**config.mk**
```make
export PLATFORM = sky130hd
export DESIGN_NAME = decoder
export DESIGN_NICKNAME = d
export VERILOG_FILES = /design/src/isaPkg.sv /design/src/pipePkg.sv /design/src/decoder.sv
export SDC_FILE = /design/constraint.sdc
export NUM_CORES = 1
export LEC_CHECK = 0
export BUFFER_PORTS_ARGS = -buffer_cell sky130_fd_sc_hd__buf_4
export CELL_PAD_IN_SITES_DETAIL_PLACEMENT = 1
export CELL_PAD_IN_SITES_GLOBAL_PLACEMENT = 1
export CORE_MARGIN = 2
export CORE_UTILIZATION = 17
export DETAILED_ROUTE_END_ITERATION = 16
export GPL_ROUTABILITY_DRIVEN = 1
export PLACE_DENSITY_LB_ADDON = 0.12
export SYNTH_ARGS = -nofsm -noshare
export SYNTH_HDL_FRONTEND = slang
export SYNTH_SLANG_ARGS = --single-unit
```
**constraint.sdc**
```tcl
create_clock -name vclk -period 4.5
set_clock_uncertainty 0.05 [all_clocks]
set_input_delay 0.45 -clock vclk [all_inputs]
set_output_delay 0.45 -clock vclk [all_outputs]
set_load 0.01 [all_outputs]
```
**src/isaPkg.sv**
```systemverilog
package isaPkg;

    typedef logic [4:0]  regAddrT;
    typedef logic [31:0] instrT;

    // major opcodes
    localparam logic [6:0] OpReg    = 7'b0110011;
    localparam logic [6:0] OpImm    = 7'b0010011;
    localparam logic [6:0] OpLui    = 7'b0110111;
    localparam logic [6:0] OpAuipc  = 7'b0010111;
    localparam logic [6:0] OpBranch = 7'b1100011;
    localparam logic [6:0] OpJal    = 7'b1101111;

    localparam logic [2:0] F3Add  = 3'b000;  // also SUB, MUL
    localparam logic [2:0] F3Slt  = 3'b010;
    localparam logic [2:0] F3Sltu = 3'b011;
    localparam logic [2:0] F3Xor  = 3'b100;
    localparam logic [2:0] F3Or   = 3'b110;
    localparam logic [2:0] F3And  = 3'b111;
    localparam logic [2:0] F3Beq  = 3'b000;
    localparam logic [2:0] F3Bne  = 3'b001;
    localparam logic [2:0] F3Blt  = 3'b100;
    localparam logic [2:0] F3Bge  = 3'b101;
    localparam logic [2:0] F3Bltu = 3'b110;
    localparam logic [2:0] F3Bgeu = 3'b111;

    localparam logic [6:0] F7Sub    = 7'b0100000;
    localparam logic [6:0] F7MulDiv = 7'b0000001;

    // field positions (lsb)
    localparam int OpLsb  = 0;
    localparam int RdLsb  = 7;
    localparam int F3Lsb  = 12;
    localparam int Rs1Lsb = 15;
    localparam int Rs2Lsb = 20;
    localparam int F7Lsb  = 25;

endpackage

```
**src/pipePkg.sv**
```systemverilog
package pipePkg;

    // operation selected in EXE
    typedef enum logic [3:0] {
        AluAdd,
        AluSub,
        AluAnd,
        AluOr,
        AluXor,
        AluSlt,
        AluSltu,
        AluPassB,  // lui
        AluLink,   // jal, pc + 4
        AluMul
    } aluOpT;

    localparam int InstrBytes = 4;                // pc step
    localparam isaPkg::instrT NopInstr = '0;      // opcode 0 decodes as bubble

endpackage

```
**src/decoder.sv**
```systemverilog
`timescale 1ns/1ps

module decoder #(
    parameter int Xlen = 64
) (
    input  isaPkg::instrT   ifInstr,
    input  logic [Xlen-1:0] ifPc,
    output logic            regWrite,
    output logic            aluSrcImm,
    output logic            useRs1,
    output logic            usePc,
    output logic            isBranch,
    output logic            isMul,
    output logic            jalTaken,
    output pipePkg::aluOpT  aluOp,
    output logic [Xlen-1:0] imm
);

    logic [6:0]     opcode;
    logic [2:0]     funct3;
    logic [6:0]     funct7;
    logic           aligned;
    logic           f3Known;
    pipePkg::aluOpT f3Op;

    assign opcode  = ifInstr[isaPkg::OpLsb +: 7];
    assign funct3  = ifInstr[isaPkg::F3Lsb +: 3];
    assign funct7  = ifInstr[isaPkg::F7Lsb +: 7];
    assign aligned = (ifPc[1:0] == 2'b00);  // misaligned fetch is dropped

    // funct3 map shared by register and immediate forms
    always_comb begin
        f3Known = 1'b1;
        case (funct3)
            isaPkg::F3Add:  f3Op = pipePkg::AluAdd;
            isaPkg::F3Slt:  f3Op = pipePkg::AluSlt;
            isaPkg::F3Sltu: f3Op = pipePkg::AluSltu;
            isaPkg::F3Xor:  f3Op = pipePkg::AluXor;
            isaPkg::F3Or:   f3Op = pipePkg::AluOr;
            isaPkg::F3And:  f3Op = pipePkg::AluAnd;
            default: begin
                f3Op    = pipePkg::AluAdd;
                f3Known = 1'b0;  // shifts
            end
        endcase
    end

    // ----------------------------------------
    always_comb begin
        regWrite  = 1'b0;
        aluSrcImm = 1'b0;
        useRs1    = 1'b0;
        usePc     = 1'b0;
        isBranch  = 1'b0;
        isMul     = 1'b0;
        jalTaken  = 1'b0;
        aluOp     = pipePkg::AluAdd;
        imm       = '0;
        if (aligned) begin
            case (opcode)
                isaPkg::OpReg: begin
                    if (funct7 == isaPkg::F7MulDiv) begin
                        isMul    = (funct3 == isaPkg::F3Add);  // low half only
                        regWrite = isMul;
                        aluOp    = pipePkg::AluMul;
                    end else if (funct7 == isaPkg::F7Sub) begin
                        regWrite = (funct3 == isaPkg::F3Add);
                        aluOp    = pipePkg::AluSub;
                    end else begin
                        regWrite = (funct7 == 7'b0) && f3Known;
                        aluOp    = f3Op;
                    end
                    useRs1 = regWrite;
                end
                isaPkg::OpImm: begin
                    regWrite  = f3Known && funct3 != isaPkg::F3Slt && funct3 != isaPkg::F3Sltu;
                    useRs1    = regWrite;
                    aluSrcImm = 1'b1;
                    aluOp     = f3Op;
                    imm       = Xlen'($signed(ifInstr[31:20]));
                end
                isaPkg::OpLui: begin
                    regWrite  = 1'b1;
                    aluSrcImm = 1'b1;
                    aluOp     = pipePkg::AluPassB;
                    imm       = Xlen'($signed({ifInstr[31:12], 12'b0}));
                end
                isaPkg::OpAuipc: begin
                    regWrite  = 1'b1;
                    usePc     = 1'b1;
                    aluSrcImm = 1'b1;
                    imm       = Xlen'($signed({ifInstr[31:12], 12'b0}));
                end
                isaPkg::OpBranch: begin
                    isBranch = (funct3[2:1] != 2'b01);  // 010, 011 are reserved
                    useRs1   = 1'b1;
                    imm      = Xlen'($signed({ifInstr[31], ifInstr[7], ifInstr[30:25],
                                              ifInstr[11:8], 1'b0}));
                end
                isaPkg::OpJal: begin
                    regWrite = 1'b1;
                    jalTaken = 1'b1;
                    aluOp    = pipePkg::AluLink;
                    imm      = Xlen'($signed({ifInstr[31], ifInstr[19:12], ifInstr[20],
                                              ifInstr[30:21], 1'b0}));
                end
                default: ;  // unknown opcode, bubble
            endcase
        end
    end

endmodule

```
# Word-level counts from Yosys, hierarchy flattened
# Index checks and enable logic that the tools add are counted.
[word_totals]
ff_bits = 0
inputBits = 96
word_cells = 51
[classes]
n_eq_ne = 16
n_mux = 25
reduce_logical = 10
[ops]
columns = ["cell", "n"]
rows = [
  ["$pmux W64 S4", 1],
  ["$mux W64", 1],
  ["$eq A7 B6 Y1 const B", 3],
  ["$mux W1", 16],
  ["$pmux W4 S4", 1],
  ["$pmux W3 S5", 1],
  ["$eq A7 B5 Y1 const B", 2],
  ["$eq A7 B7 Y1 const B", 2],
  ["$mux W4", 3],
  ["$eq A3 B3 Y1 const B", 3],
  ["$eq A7 B1 Y1 const B", 1],
  ["$logic_not A7 Y1", 1],
  ["$eq A3 B2 Y1 const B", 2],
  ["$ne A3 B2 Y1 const B", 2],
  ["$pmux W1 S3", 2],
  ["$reduce_or A3 Y1", 2],
  ["$reduce_or A6 Y1", 1],
  ["$logic_and A1 B1 Y1", 3],
  ["$logic_not A3 Y1", 1],
  ["$logic_not A2 Y1", 1],
  ["$ne A2 B1 Y1 const B", 1],
  ["$reduce_or A2 Y1", 1],
]

# Longest topological paths before layout
[logic_depth]
ltp_word = 8
mapped_depth = 6
mapped_depth_nobuf = 4

# Worst setup path before layout
# No wires, ideal clock.
[synth_timing]
kind = "input port to output port"
start = "in ifInstr[3]"
end = "out imm[32]"
t_arrival_ps = 2714
t_required_ps = 4000
path_slack_ps = 1286
stages = 6
n_path_buf = 2
path_cell_list = "nand3b_1 -> nor2_2 -> o221ai_4 -> buf_6 -> nor2_1 -> buf_4"
[synth_between]
elab_chain_cells = 4
elab_cells_between_ends = 8
cone_classes = "5 x eq/ne; 2 x mux; 1 x reduce/logical"
[synth_rtl]
columns = ["item", "line_no", "source"]
rows = [
  ["start, declared", "decoder.sv:6", "input isaPkg::instrT ifInstr,"],
  ["$eq A7 B5 Y1 or $eq A7 B6 Y1 (tied branches)", "decoder.sv:60", "case (opcode)"],
  ["$reduce_or A2 Y1 (no source line)", "n/a", ""],
  ["$pmux W64 S4 (*)", "decoder.sv:60", ""],
  ["$mux W64 (*)", "decoder.sv:59", "if (aligned) begin"],
  ["end, declared", "decoder.sv:16", "output logic [Xlen-1:0] imm"],
]
# Every way passes the cells marked *; elsewhere a longest branch is shown, timed or not.

# Worst setup path after layout
[layout_timing]
start = "in ifInstr[3]"
end = "out imm[39]"
# Same word-level chain as after synthesis.

==> flow_summary_export.csv <==
group,metric,value,unit
timing,relSlewSlack,39.5,%
route,drc,0,
critical_path,crit_path_max_fanout,33,
floorplanning,dieArea,6650,µm²
grt,use_met1,15.0,%
synth,synth.area.top_cells,"buf_4 (24%), a21oi_2 (12%), nand2_1 (8.1%)",
final_layout,final_common_cell,"buf_4",
grt,grt_pass1_wl,6.28,mm
final_layout,area_growth,63.2,%
synth,yosysSeqAreaShare,0,%
grt,grt_pass1_vias,1326,
grt,antenna_found_initial,0,
final_layout,postLayoutCellArea,1670,µm²
route,antenna_left,0,
synth,synth.distinct_cells,41,
floorplanning,die_height,81.5,µm
floorplanning,start_util,17.5,%
place,io_buffers,109,
floorplanning,coreArea,5850,µm²
synth,synth_top_area_share,24.2,%
route,dr.pass1.iters,4,
final_layout,layout-drive-gt1-share,59.4,%
timing,fmax,327,MHz
grt,grtUsageMet3,2.75,%
grt,gr-usage-all-layers,11.5,%
place,gp_congestion,0.661,
final_layout,post-route-util,28.5,%
critical_path,critPathRequiredTime,4000,ps
timing,grt_setup_unrepaired,"no",
clock_tree,cts_setup_buffers,0,
floorplanning,fp.dieW,81.5,µm
place,dp_hpwl,3.45,mm
floorplanning,ios,171,
final_layout,seq_area,0,µm²
grt,grt_util_met2,20.5,%
critical_path,path_class,"input port to output pin",
final_layout,nets,327,
synth,avgSynthCellArea,6.55,µm²
timing,tightestPinTransition,907,ps
synth,yosysTopAreaCell,"buf_4",
route,avgViaCountPerCell,4.40,
timing,maxSlewViolCount,0,
timing,hold_viol,0,
floorplanning,num_rows,28,
final_layout,num_antenna_cells,0,
clock_tree,cts_resized,0,
synth,netlist_instances,156,
timing,finalCritPeriodShare,67.9,%
route,vias,1339,
timing,setup_viol,0,
critical_path,worst_ep_arrival_time,2560,ps
route,wire_per_inst,13.7,µm
synth,synth_area,1020,µm²
synth,syn-num-nets,252,
synth,yosys_warnings,0,
final_layout,clock_buffers,0,
pwr,p_leak,0.738,nW
run_status,status,"finished, final reports clean",
flow_run,maxCapViolCount,0,
timing,fin_setup_tns,0,ps
grt,overflow,0,
grt,globalRoute.busiestLayer,"met2",
critical_path,crit_path_end_kind,"output pin",
clock_tree,hold_buffers,0,
route,wl,4.17,mm
place,place_area,1670,µm²
pwr,ir_worst_vdd,0.0151,mV
critical_path,startpoint_type,"input port",
final_layout,num-fill-cells,748,
final_layout,final_cell_mix,"buf_4 (111), nand2_1 (22), nor2_1 (16)",
timing,layout_min_cycle_time,3060,ps
final_layout,design.seq.count,0,
route,drt_iter0_drc,31,
pwr,power.density,34.0,nW/µm²
hold_path,hp-class,"input port to output pin",
grt,grt_start_max_net_pins,34,
## per-stage QoR
step           setup slack (ps)  cells  power (mW)  hold WS [ps]
3_5_place_dp               1360    304      0.0575          1160
3_3_place_gp               1360    304      0.0574          1160
4_1_cts                    1360    304      0.0577          1160
5_1_grt                    1140    304      0.0628          1170
6_report                   1440    304      0.0567          1150
2_1_floorplan              1290    156      0.0208           898
## final cells by class
class / instances / area [µm²] / share of cell area, %
inverter: 3 / 11.3 / 0.675
multi-input combinational: 115 / 729 / 43.7
tap: 75 / 93.8 / 5.63
timing repair buffer: 111 / 833 / 50.0
## worst paths after layout
path | start | to | depth (start not counted)
min | ifInstr[5] | usePc | 3
max | ifInstr[3] | imm[39] | 7
## kinds of logic after synthesis
family	Yosys count	synth area share, %
XOR/XNOR	1	0.857
AO/OA/AOI/OAI	46	34.0
buffers and inverters	41	28.9
AND/OR/NAND/NOR	68	36.2
## critical path, cell delays in order
cell and delay [ps]:
buf_4 120, nand3b_1 230, nor2_2 590, o221ai_4 470
nor2_2 190, buf_4 300, buf_4 180
## where the power goes
| group | switching (mW) | internal (mW) | total (mW) |
|---|---|---|---|
| clock network | 0 | 0 | 0 |
| logic | 0.0271 | 0.0296 | 0.0567 |
| registers | 0 | 0 | 0 |
| total | 0.0271 | 0.0296 | 0.0567 |
## synthesized netlist by cell type, types with 2 or more instances
cell type,instances
buf_6,2
a22oi_1,4
and3_1,2
a211oi_1,3
buf_4,33
nor2_1,17
o21ai_1,3
and2_1,6
inv_1,3
nand3b_1,2
nor3_1,2
a21oi_1,8
buf_2,2
a21oi_2,14
nand4_1,2
nand2_1,22
o21ai_0,6
nand3_1,2
## routing by layer
metal	part of all wire [%]	wire [µm]
met4	0	0
met5	0	0
met3	10	435
met1	42	1750
met2	48	1990
Power figures use the tool's default switching activity.
