**config.mk**
```make
export PLATFORM = sky130hd
export DESIGN_NAME = execStage
export DESIGN_NICKNAME = d
export VERILOG_FILES = /design/src/isaPkg.sv /design/src/pipePkg.sv /design/src/mulUnit.sv /design/src/execStage.sv
export SDC_FILE = /design/constraint.sdc
export NUM_CORES = 2
export LEC_CHECK = 0
export BUFFER_PORTS_ARGS = -buffer_cell sky130_fd_sc_hd__buf_4
export CELL_PAD_IN_SITES_DETAIL_PLACEMENT = 0
export CELL_PAD_IN_SITES_GLOBAL_PLACEMENT = 1
export CORE_MARGIN = 5
export CORE_UTILIZATION = 46
export CTS_BUF_LIST = sky130_fd_sc_hd__clkbuf_16
export CTS_CLUSTER_DIAMETER = 80
export DETAILED_ROUTE_END_ITERATION = 12
export PLACE_DENSITY = 0.79
export SYNTH_ARGS = -nofsm -noshare
export SYNTH_HDL_FRONTEND = slang
export SYNTH_SLANG_ARGS = --single-unit
```
**constraint.sdc**
```tcl
create_clock -name clk -period 13.6 [get_ports clk]
set_clock_uncertainty 0.1 [all_clocks]
set_input_delay 2.72 -clock clk [delete_from_list [all_inputs] [get_ports clk]]
set_output_delay 2.72 -clock clk [all_outputs]
set_load 0.1 [all_outputs]
```
**src/isaPkg.sv**
```systemverilog
package isaPkg;

    typedef logic [4:0]  regAddrT;
    typedef logic [31:0] instrT;

    // major opcodes
    localparam logic [6:0] OpReg    = 7'b0110011;
    localparam logic [6:0] OpImm    = 7'b0010011;
    localparam logic [6:0] OpLui    = 7'b0110111;
    localparam logic [6:0] OpAuipc  = 7'b0010111;
    localparam logic [6:0] OpBranch = 7'b1100011;
    localparam logic [6:0] OpJal    = 7'b1101111;

    localparam logic [2:0] F3Add  = 3'b000;  // also SUB, MUL
    localparam logic [2:0] F3Slt  = 3'b010;
    localparam logic [2:0] F3Sltu = 3'b011;
    localparam logic [2:0] F3Xor  = 3'b100;
    localparam logic [2:0] F3Or   = 3'b110;
    localparam logic [2:0] F3And  = 3'b111;
    localparam logic [2:0] F3Beq  = 3'b000;
    localparam logic [2:0] F3Bne  = 3'b001;
    localparam logic [2:0] F3Blt  = 3'b100;
    localparam logic [2:0] F3Bge  = 3'b101;
    localparam logic [2:0] F3Bltu = 3'b110;
    localparam logic [2:0] F3Bgeu = 3'b111;

    localparam logic [6:0] F7Sub    = 7'b0100000;
    localparam logic [6:0] F7MulDiv = 7'b0000001;

    // field positions (lsb)
    localparam int OpLsb  = 0;
    localparam int RdLsb  = 7;
    localparam int F3Lsb  = 12;
    localparam int Rs1Lsb = 15;
    localparam int Rs2Lsb = 20;
    localparam int F7Lsb  = 25;

endpackage

```
**src/pipePkg.sv**
```systemverilog
package pipePkg;

    // operation selected in EXE
    typedef enum logic [3:0] {
        AluAdd,
        AluSub,
        AluAnd,
        AluOr,
        AluXor,
        AluSlt,
        AluSltu,
        AluPassB,  // lui
        AluLink,   // jal, pc + 4
        AluMul
    } aluOpT;

    localparam int InstrBytes = 4;                // pc step
    localparam isaPkg::instrT NopInstr = '0;      // opcode 0 decodes as bubble

endpackage

```
**src/mulUnit.sv**
```systemverilog
`timescale 1ns/1ps

module mulUnit #(
    parameter int Xlen = 64
) (
    input  logic            clk,
    input  logic            reset,
    input  logic            start,
    input  logic [Xlen-1:0] a,
    input  logic [Xlen-1:0] b,
    output logic [Xlen-1:0] product,
    output logic            done
);

    localparam int CntW = $clog2(Xlen + 1);

    logic            running;
    logic [CntW-1:0] count;
    logic [Xlen-1:0] mcand;
    logic [Xlen-1:0] mplier;
    logic [Xlen-1:0] acc;

    always_ff @(posedge clk) begin
        if (reset) begin
            running <= 1'b0;
            count   <= '0;
        end else if (start) begin
            running <= 1'b1;
            count   <= '0;
        end else if (done) begin
            running <= 1'b0;
        end else if (running) begin
            count <= count + 1'b1;
        end
    end

    // one multiplier bit per cycle, low half wraps for signed operands too
    always_ff @(posedge clk) begin
        if (start) begin
            mcand  <= a;
            mplier <= b;
            acc    <= '0;
        end else if (running && !done) begin
            if (mplier[0]) acc <= acc + mcand;
            mcand  <= mcand << 1;
            mplier <= mplier >> 1;
        end
    end

    assign done    = running && (count == CntW'(Xlen));
    assign product = acc;

endmodule

```
**src/execStage.sv**
```systemverilog
`timescale 1ns/1ps

module execStage #(
    parameter int Xlen = 64
) (
    input  logic            clk,
    input  logic            reset,
    input  logic            hold,
    input  logic            regWrite,
    input  logic            aluSrcImm,
    input  logic            useRs1,
    input  logic            usePc,
    input  logic            isBranch,
    input  logic            isMul,
    input  pipePkg::aluOpT  aluOp,
    input  logic [Xlen-1:0] imm,
    input  logic [Xlen-1:0] ifPc,
    input  isaPkg::instrT   ifInstr,
    input  logic [Xlen-1:0] rdata1,
    input  logic [Xlen-1:0] rdata2,
    input  logic            mulStart,
    output logic            exeIsMul,
    output logic            mulDone,
    output logic            branchTaken,
    output logic [Xlen-1:0] branchTarget,
    output logic            commitValid,
    output logic [Xlen-1:0] commitPc,
    output isaPkg::instrT   commitInstr,
    output logic            commitWe,
    output isaPkg::regAddrT commitRd,
    output logic [Xlen-1:0] commitData
);

    logic            exeRegWrite;
    logic            exeIsBranch;
    logic            exeAluSrcImm;
    logic            exeUseRs1;
    logic            exeUsePc;
    pipePkg::aluOpT  exeAluOp;
    isaPkg::instrT   exeInstr;
    logic [Xlen-1:0] exePc;
    logic [Xlen-1:0] exeImm;
    logic [Xlen-1:0] exeRs1Data;
    logic [Xlen-1:0] exeRs2Data;
    logic [Xlen-1:0] rs1Val;
    logic [Xlen-1:0] rs2Val;
    logic [Xlen-1:0] opA;
    logic [Xlen-1:0] opB;
    logic [Xlen-1:0] aluResult;
    logic [Xlen-1:0] mulProduct;
    logic            equal;
    logic            sLess;
    logic            uLess;
    logic            condMet;
    logic            wbValid;

    // ---------------------------------------- IF -> EXE
    always_ff @(posedge clk) begin
        if (reset) begin
            exeRegWrite <= 1'b0;
            exeIsBranch <= 1'b0;
            exeIsMul    <= 1'b0;
            exeInstr    <= pipePkg::NopInstr;
        end else if (!hold) begin
            exeRegWrite <= regWrite;
            exeIsBranch <= isBranch;
            exeIsMul    <= isMul;
            exeInstr    <= ifInstr;
        end
    end

    always_ff @(posedge clk) begin
        if (!hold) begin
            exeAluSrcImm <= aluSrcImm;
            exeUseRs1    <= useRs1;
            exeUsePc     <= usePc;
            exeAluOp     <= aluOp;
            exePc        <= ifPc;
            exeImm       <= imm;
            exeRs1Data   <= rdata1;
            exeRs2Data   <= rdata2;
        end
    end

    // WB bypass, distance one
    assign rs1Val = (commitWe && commitRd == exeInstr[isaPkg::Rs1Lsb +: 5]) ? commitData : exeRs1Data;
    assign rs2Val = (commitWe && commitRd == exeInstr[isaPkg::Rs2Lsb +: 5]) ? commitData : exeRs2Data;

    assign opA = exeUsePc ? exePc : (exeUseRs1 ? rs1Val : '0);
    assign opB = exeAluSrcImm ? exeImm : rs2Val;

    assign equal = (opA == opB);
    assign sLess = ($signed(opA) < $signed(opB));
    assign uLess = (opA < opB);

    mulUnit #(
        .Xlen(Xlen)
    ) uMul (
        .clk    (clk),
        .reset  (reset),
        .start  (mulStart),
        .a      (opA),
        .b      (opB),
        .product(mulProduct),
        .done   (mulDone)
    );

    always_comb begin
        case (exeAluOp)
            pipePkg::AluAdd:   aluResult = opA + opB;
            pipePkg::AluSub:   aluResult = opA - opB;
            pipePkg::AluAnd:   aluResult = opA & opB;
            pipePkg::AluOr:    aluResult = opA | opB;
            pipePkg::AluXor:   aluResult = opA ^ opB;
            pipePkg::AluSlt:   aluResult = Xlen'(sLess);
            pipePkg::AluSltu:  aluResult = Xlen'(uLess);
            pipePkg::AluPassB: aluResult = opB;
            pipePkg::AluLink:  aluResult = exePc + Xlen'(pipePkg::InstrBytes);
            pipePkg::AluMul:   aluResult = mulProduct;
            default:           aluResult = '0;
        endcase
    end

    always_comb begin
        case (exeInstr[isaPkg::F3Lsb +: 3])
            isaPkg::F3Beq:  condMet = equal;
            isaPkg::F3Bne:  condMet = !equal;
            isaPkg::F3Blt:  condMet = sLess;
            isaPkg::F3Bge:  condMet = !sLess;
            isaPkg::F3Bltu: condMet = uLess;
            isaPkg::F3Bgeu: condMet = !uLess;
            default:        condMet = 1'b0;
        endcase
    end

    assign branchTaken  = exeIsBranch && condMet;
    assign branchTarget = exePc + exeImm;

    // ---------------------------------------- EXE -> WB
    always_ff @(posedge clk) begin
        if (reset) begin
            wbValid     <= 1'b0;
            commitWe    <= 1'b0;
            commitInstr <= pipePkg::NopInstr;
        end else if (!hold) begin
            wbValid     <= exeRegWrite || exeIsBranch;
            commitWe    <= exeRegWrite && (exeInstr[isaPkg::RdLsb +: 5] != '0);  // x0 stays zero
            commitInstr <= exeInstr;
        end
    end

    always_ff @(posedge clk) begin
        if (!hold) begin
            commitPc   <= exePc;
            commitData <= aluResult;
        end
    end

    assign commitRd    = commitInstr[isaPkg::RdLsb +: 5];
    assign commitValid = wbValid && !hold;  // WB is frozen while held

endmodule

```
# Word level (Yosys, flattened, before mapping)
# Cells that the tools add are included.
dict set report classes {
  addsub 6
  bitwise_logic 4
  magnitude_cmp 2
  reduce_logical 21
  muxes 13
  eq_ne 18
}
# op n
set ops {}
lappend ops {{$pmux W64 S10} 1}
lappend ops {{$mux W64} 9}
lappend ops {{$add A64 B64 Y64} 3}
lappend ops {{$lt A64 B64 Y1} 2}
lappend ops {{$add A64 B3 Y64 const B} 1}
lappend ops {{$and A64 B64 Y64} 1}
lappend ops {{$eq A64 B64 Y1} 1}
lappend ops {{$or A64 B64 Y64} 1}
lappend ops {{$sub A64 B64 Y64} 1}
lappend ops {{$xor A64 B64 Y64} 1}
lappend ops {{$eq A4 B3 Y1 const B} 4}
lappend ops {{$eq A3 B3 Y1 const B} 4}
lappend ops {{$eq A5 B5 Y1} 2}
lappend ops {{$eq A4 B2 Y1 const B} 2}
lappend ops {{$eq A4 B4 Y1 const B} 2}
lappend ops {{$add A7 B1 Y7 const B} 1}
lappend ops {{$eq A7 B7 Y1 const B} 1}
lappend ops {{$logic_and A1 B1 Y1} 7}
lappend ops {{$pmux W1 S6} 1}
lappend ops {{$logic_not A1 Y1} 5}
lappend ops {{$reduce_bool A5 Y1} 1}
lappend ops {{$eq A4 B1 Y1 const B} 1}
lappend ops {{$logic_not A4 Y1} 1}
lappend ops {{$reduce_and A2 Y1} 2}
lappend ops {{7 further kinds} 9}
dict set report totals {
  regBits 660
  wordCells 86
  out_inout_bits 234
}

# Logic depth before layout (Yosys ltp)
dict set report depth {
  depth_word 9
  ltp_mapped 23
}

# Modules after synthesis
# A second synthesis with hierarchy kept.
dict set report unflattened {
  cells_unflattened 4799
  area_unflattened_um2 45275.9
}
# mod cells_each area_each_um2 seq_area_each_um2 n_inst
set modules_own_cells {}
lappend modules_own_cells {execStage 3643 33433.3 13122.6 1}
lappend modules_own_cells {mulUnit 1156 11842.6 5285.1 1}

# Least setup slack after synthesis
# No wires, ideal clock.
dict set report synth_path {
  path_type {input -> register}
  from {input hold}
  to {register commitWe}
  path_buffers 1
  arrival_time_ns 11.176
  t_required_ns 13.402
  path_slack_ns 2.227
  cell_stages 4
  setup_ns 0.098
  path_cell_list {clkbuf_1 > inv_1 > o211ai_1 > a21oi_1}
}
# item line
set synth_lines {}
lappend synth_lines {{from (decl)} execStage.sv:8} ;# input logic hold,
lappend synth_lines {{to (signal assigned)} execStage.sv:147} ;# commitWe <= exeRegWrite && (exeInstr[isaPkg::RdLsb +: 5] != '0);
lappend synth_lines {{to (decl)} execStage.sv:29} ;# output logic commitWe,

# Worst setup path in the final report
dict set report layout_path {
  from {register commitInstr[10]}
  to {output branchTaken}
}
dict set report layout_via {
  elab_chain_cells 9
  word_cells_on_any_way 17
  cone_classes {2 x order compare; 3 x eq/ne; 6 x mux; 6 x reduce/logical}
}
# item line
set layout_rtl {}
lappend layout_rtl {{from (decl)} execStage.sv:28} ;# output isaPkg::instrT commitInstr,
lappend layout_rtl {{from (signal assigned)} execStage.sv:144} ;# commitInstr <= pipePkg::NopInstr;
lappend layout_rtl {{from (signal assigned)} execStage.sv:148} ;# commitInstr <= exeInstr;
lappend layout_rtl {{$eq A5 B5 Y1} execStage.sv:86} ;# assign rs1Val = (commitWe && commitRd == exeInstr[isaPkg::Rs1Lsb +: 5]) ? commitData : exeRs1Data;
lappend layout_rtl {{$logic_and A1 B1 Y1} execStage.sv:86}
lappend layout_rtl {{$mux W64} execStage.sv:86}
lappend layout_rtl {{$mux W64 (2 in series)} execStage.sv:89} ;# assign opA = exeUsePc ? exePc : (exeUseRs1 ? rs1Val : '0);
lappend layout_rtl {{$lt A64 B64 Y1 (tied with other cells)} execStage.sv:94} ;# assign uLess = (opA < opB);
lappend layout_rtl {{$logic_not A1 Y1 (on tied branches)} {execStage.sv:131, execStage.sv:127, execStage.sv:129}}
lappend layout_rtl {{$pmux W1 S6 (*)} execStage.sv:125} ;# case (exeInstr[isaPkg::F3Lsb +: 3])
lappend layout_rtl {{$logic_and A1 B1 Y1 (*)} execStage.sv:136} ;# assign branchTaken = exeIsBranch && condMet;
lappend layout_rtl {{to (decl)} execStage.sv:24} ;# output logic branchTaken,
# Mark *: on every way between the ends. The rest lies on a longest branch, timed or not.

==> impl_results.md <==
- Status: completed
- Synthesis warning total: 0
- Max-cap violations: 0
- H-tree depth: 3
- DR WL/cell: 27.36 microns
- GRT Util Overall: 33.03%
- Pwr dens: 146.8 nW/um^2
- Crit end category: output port
- Final GP Congestion: 0.9613
- Dpl hpwl: 136800 microns
- PortBufs: 535
- Finished Cell Area: 52870 sq um
- Worst Setup SP: commitInstr[10]$_SDFFE_PP0N_
- Gr ovfl total: 0
- Placed cell areas: 50330 sq um
- Top FF cell, synth: edfxtp_1
- Iteration-0 DRC Markers: 5161
- Most frequent cells in the layout: buf_4 (602), edfxtp_1 (519), a21oi_1 (511)
- Post-route DRC: 0
- Setup_tns: 0 ns
- Post-route antenna net violation count: 0
- Root buffer cell: clkbuf_16
- Flip-flop and latch area: 18410 sq um
- Hold_buf cts: 0
- Core ar.: 97990 sq um
- Startpoint Class: flop
- Final Cycle Share: 77.25%
- Die X: 323.6 microns
- VDD IR max: 0.1065 mV
- Commonest non-fill, non-tap cell in the layout: buf_4
- Die ar.: 104700 sq um
- Fmax: 95.18 MHz
- Io pins: 536
- Unique masters post-synth: 93
- Fin crit period: 10.51 ns
- Initial antenna violation count: 8
- Register area share after synthesis: 40.69%
- Hold_ws: 0.3738 ns
- Final-report hold violation count: 0
- Clk sinks: 660
- Worst path cell trace: xor2_1 -> nor4_1 -> and3_4 -> buf_4 -> mux2i_1 -> nor2_1 -> a21oi_1 -> inv_1 -> ha_1 -> nor4_1 -> nand2_1 -> nor2_1 -> a221oi_4 -> o21ai_2 -> a2111oi_2 -> nor3_2 -> a311o_1 -> xnor2_1 -> a21oi_1 -> nor2b_1 -> buf_4
- Layout cells sized above 1: 15.82%
- Global-route wire length before repair: 261700 microns
- Clock transition at path regs: 0.06 ns
- Hold Crit Class: flop to flop
- Cell Rows: 115
- Largest net degree at the start of global routing: 137
- Vias per cell: 6.239
- Synthesized Nets: 5498
- Synth Area in XOR/XNOR: 4.376%
- Number of synthesized flops with an enable pin: 519
- CTS tree: built
- Critical path type: flop to output port
- Mapped Area: 45240 sq um
- DR vias: 41270
- Async set or reset register ratio after synthesis: 0%
- Max-slew headroom: 13.06%
- Avg Inst Size Synth: 9.297 sq um
- Critical Path Max Stage Delay: 0.76 ns
- Post-Synth Adder-Cell Area: 9.194%
- Final Slew Violations: 0
- Area grow syn2layout: 16.87%
- Area of the multi-input gates: 24830 sq um
- Max FO, Critical Path: 34
- Total CTS buffers: 79
- Post_cts resized: 0
- Crit path required time: 10.78 ns
- Synthesis-stage register bit count: 660
- Post-CTS Setup Bufs: 0
- Post-Synth Simple-Gate Area: 13.75%
- Hold Crit Start: uMul.product[9]$_SDFFE_PP0P_
- RSZ-0062 raised after global routing: false
- Number of global-route vias before repair: 39040
- Total iterations of the first detailed-routing run: 7
- Initial Utilization: 46.17%
- Reg2Reg Launch Point: commitInstr[10]$_SDFFE_PP0N_
- Synth Area in Compound Gates: 21.13%
- Worst Max-Slew Pin Slew: 1.294 ns
- Combinational family with the most area after synthesis: compound AO/OA/AOI/OAI gates
- Final Setup Violations: 0
- NumNets Final: 5893
- Leakage: 0.02180 uW
- Clock Path Buffers: 3
- Slowest CP cell: and3_4
- Syn Inst Count: 4866
- Arr. time, crit path: 7.69 ns
- Die Ht: 323.6 microns
- Mux share of post-synthesis cell area: 6.290%
- Layout fillers: 9041
- Drt total wl: 180900 microns
- Worst-skew pair later-pin latency: 0.67 ns
final cells by class:
cell class | instances | share of cell area (%)
tap | 1287 | 3.046
multi-input combinational | 3670 | 46.96
clock buffer | 81 | 3.834
inverter | 246 | 1.761
clock inverter | 63 | 0.9490
timing repair buffer | 604 | 8.612
sequential | 660 | 34.82
antenna | 3 | 0.01420
flip-flops by register name, indices dropped and copies added, names as in the netlist, 4 cells and up:
signal	count
exeRs2Data	64
uMul.product	64
exePc	64
exeInstr	32
commitData	64
exeRs1Data	64
uMul.mplier	64
commitPc	64
uMul.mcand	64
exeImm	64
uMul.count	7
exeAluOp	4
commitInstr	32
report_power, final:
group	internal (uW)	switching (uW)
combinational	856	2180
clock	1210	910
sequential	2410	190
total	4480	3280
kinds of logic after synthesis:
group | after synthesis
compound gates | 1490
simple gates | 1348
flops | 660
buf+inv | 536
fa+ha+maj | 330
mux | 276
xor+xnor | 226
final timing paths:
kind,endpoint,slack [ns],cells past startpoint
hold reg to reg,uMul.product[9]$_SDFFE_PP0P_,0.37,2
hold / removal,uMul.product[9]$_SDFFE_PP0P_,0.37,2
setup reg to reg,commitData[59]$_DFFE_PN_,5.85,19
setup / recovery,branchTaken,3.09,21
cells in the mapped netlist (all sizes together), types with 17 or more instances:
cell	count	area, sq um
nor2	415	1558
xnor2	146	1279
a21o	131	983.4
a31oi	34	212.7
o31ai	33	252.7
clkbuf	224	840.8
ha	326	4079
o21a	22	165.2
a211oi	41	325.3
and2	26	162.6
mux2	66	743.2
nor4	38	237.7
and4	17	148.9
a21oi	511	2557
buf	66	305.3
dfxtp	141	2823
nand3	99	495.5
or3	22	137.6
o221ai	21	183.9
edfxtp	519	15580
mux2i	210	2102
o21ai	305	1538
nor3	80	405.4
o211ai	52	395.4
and3	45	281.5
inv	242	908.4
a22oi	43	327.8
nand2b	27	168.9
a221o	17	170.2
a221oi	60	566.8
nand2	419	1573
nor2b	45	281.5
o22ai	19	118.9
o21bai	73	548.0
nand4	75	469.2
xor2	80	700.7
critical path, delay by kind of cell, from the launching register on:
kind	cells	cell delay [ns]
xor gates and xnor gates	2	0.27
AOI/OAI and AO/OA	6	1.52
and+or+nand+nor	8	2.92
muxes	1	0.28
adders and majority gates	1	0.44
DFF	1	0.46
buffers and inverters	3	1.09
layer usage:
metal	up-vias	part of all wire (%)	global-route usage (%)
li1	18760	-	-
met5	-	0	0
met2	2108	42	49.51
met1	20130	44	48.06
met4	0	2.8	8.503
met3	271	11	8.211
per-stage QoR:
stage | worst slack (ns) | total power [uW] | std cells | util [%]
floorplan | 2.227 | 4731 | 4866 | -
global placement | 4.089 | 5608 | 6467 | 51.36
detailed placement | 3.949 | 5611 | 6467 | 51.36
CTS | 3.190 | 7738 | 6611 | 53.95
global route | 2.714 | 8050 | 6612 | 53.95
finish | 3.093 | 7760 | 6614 | 53.95
No activity file was read; power rests on OpenSTA's default activity.
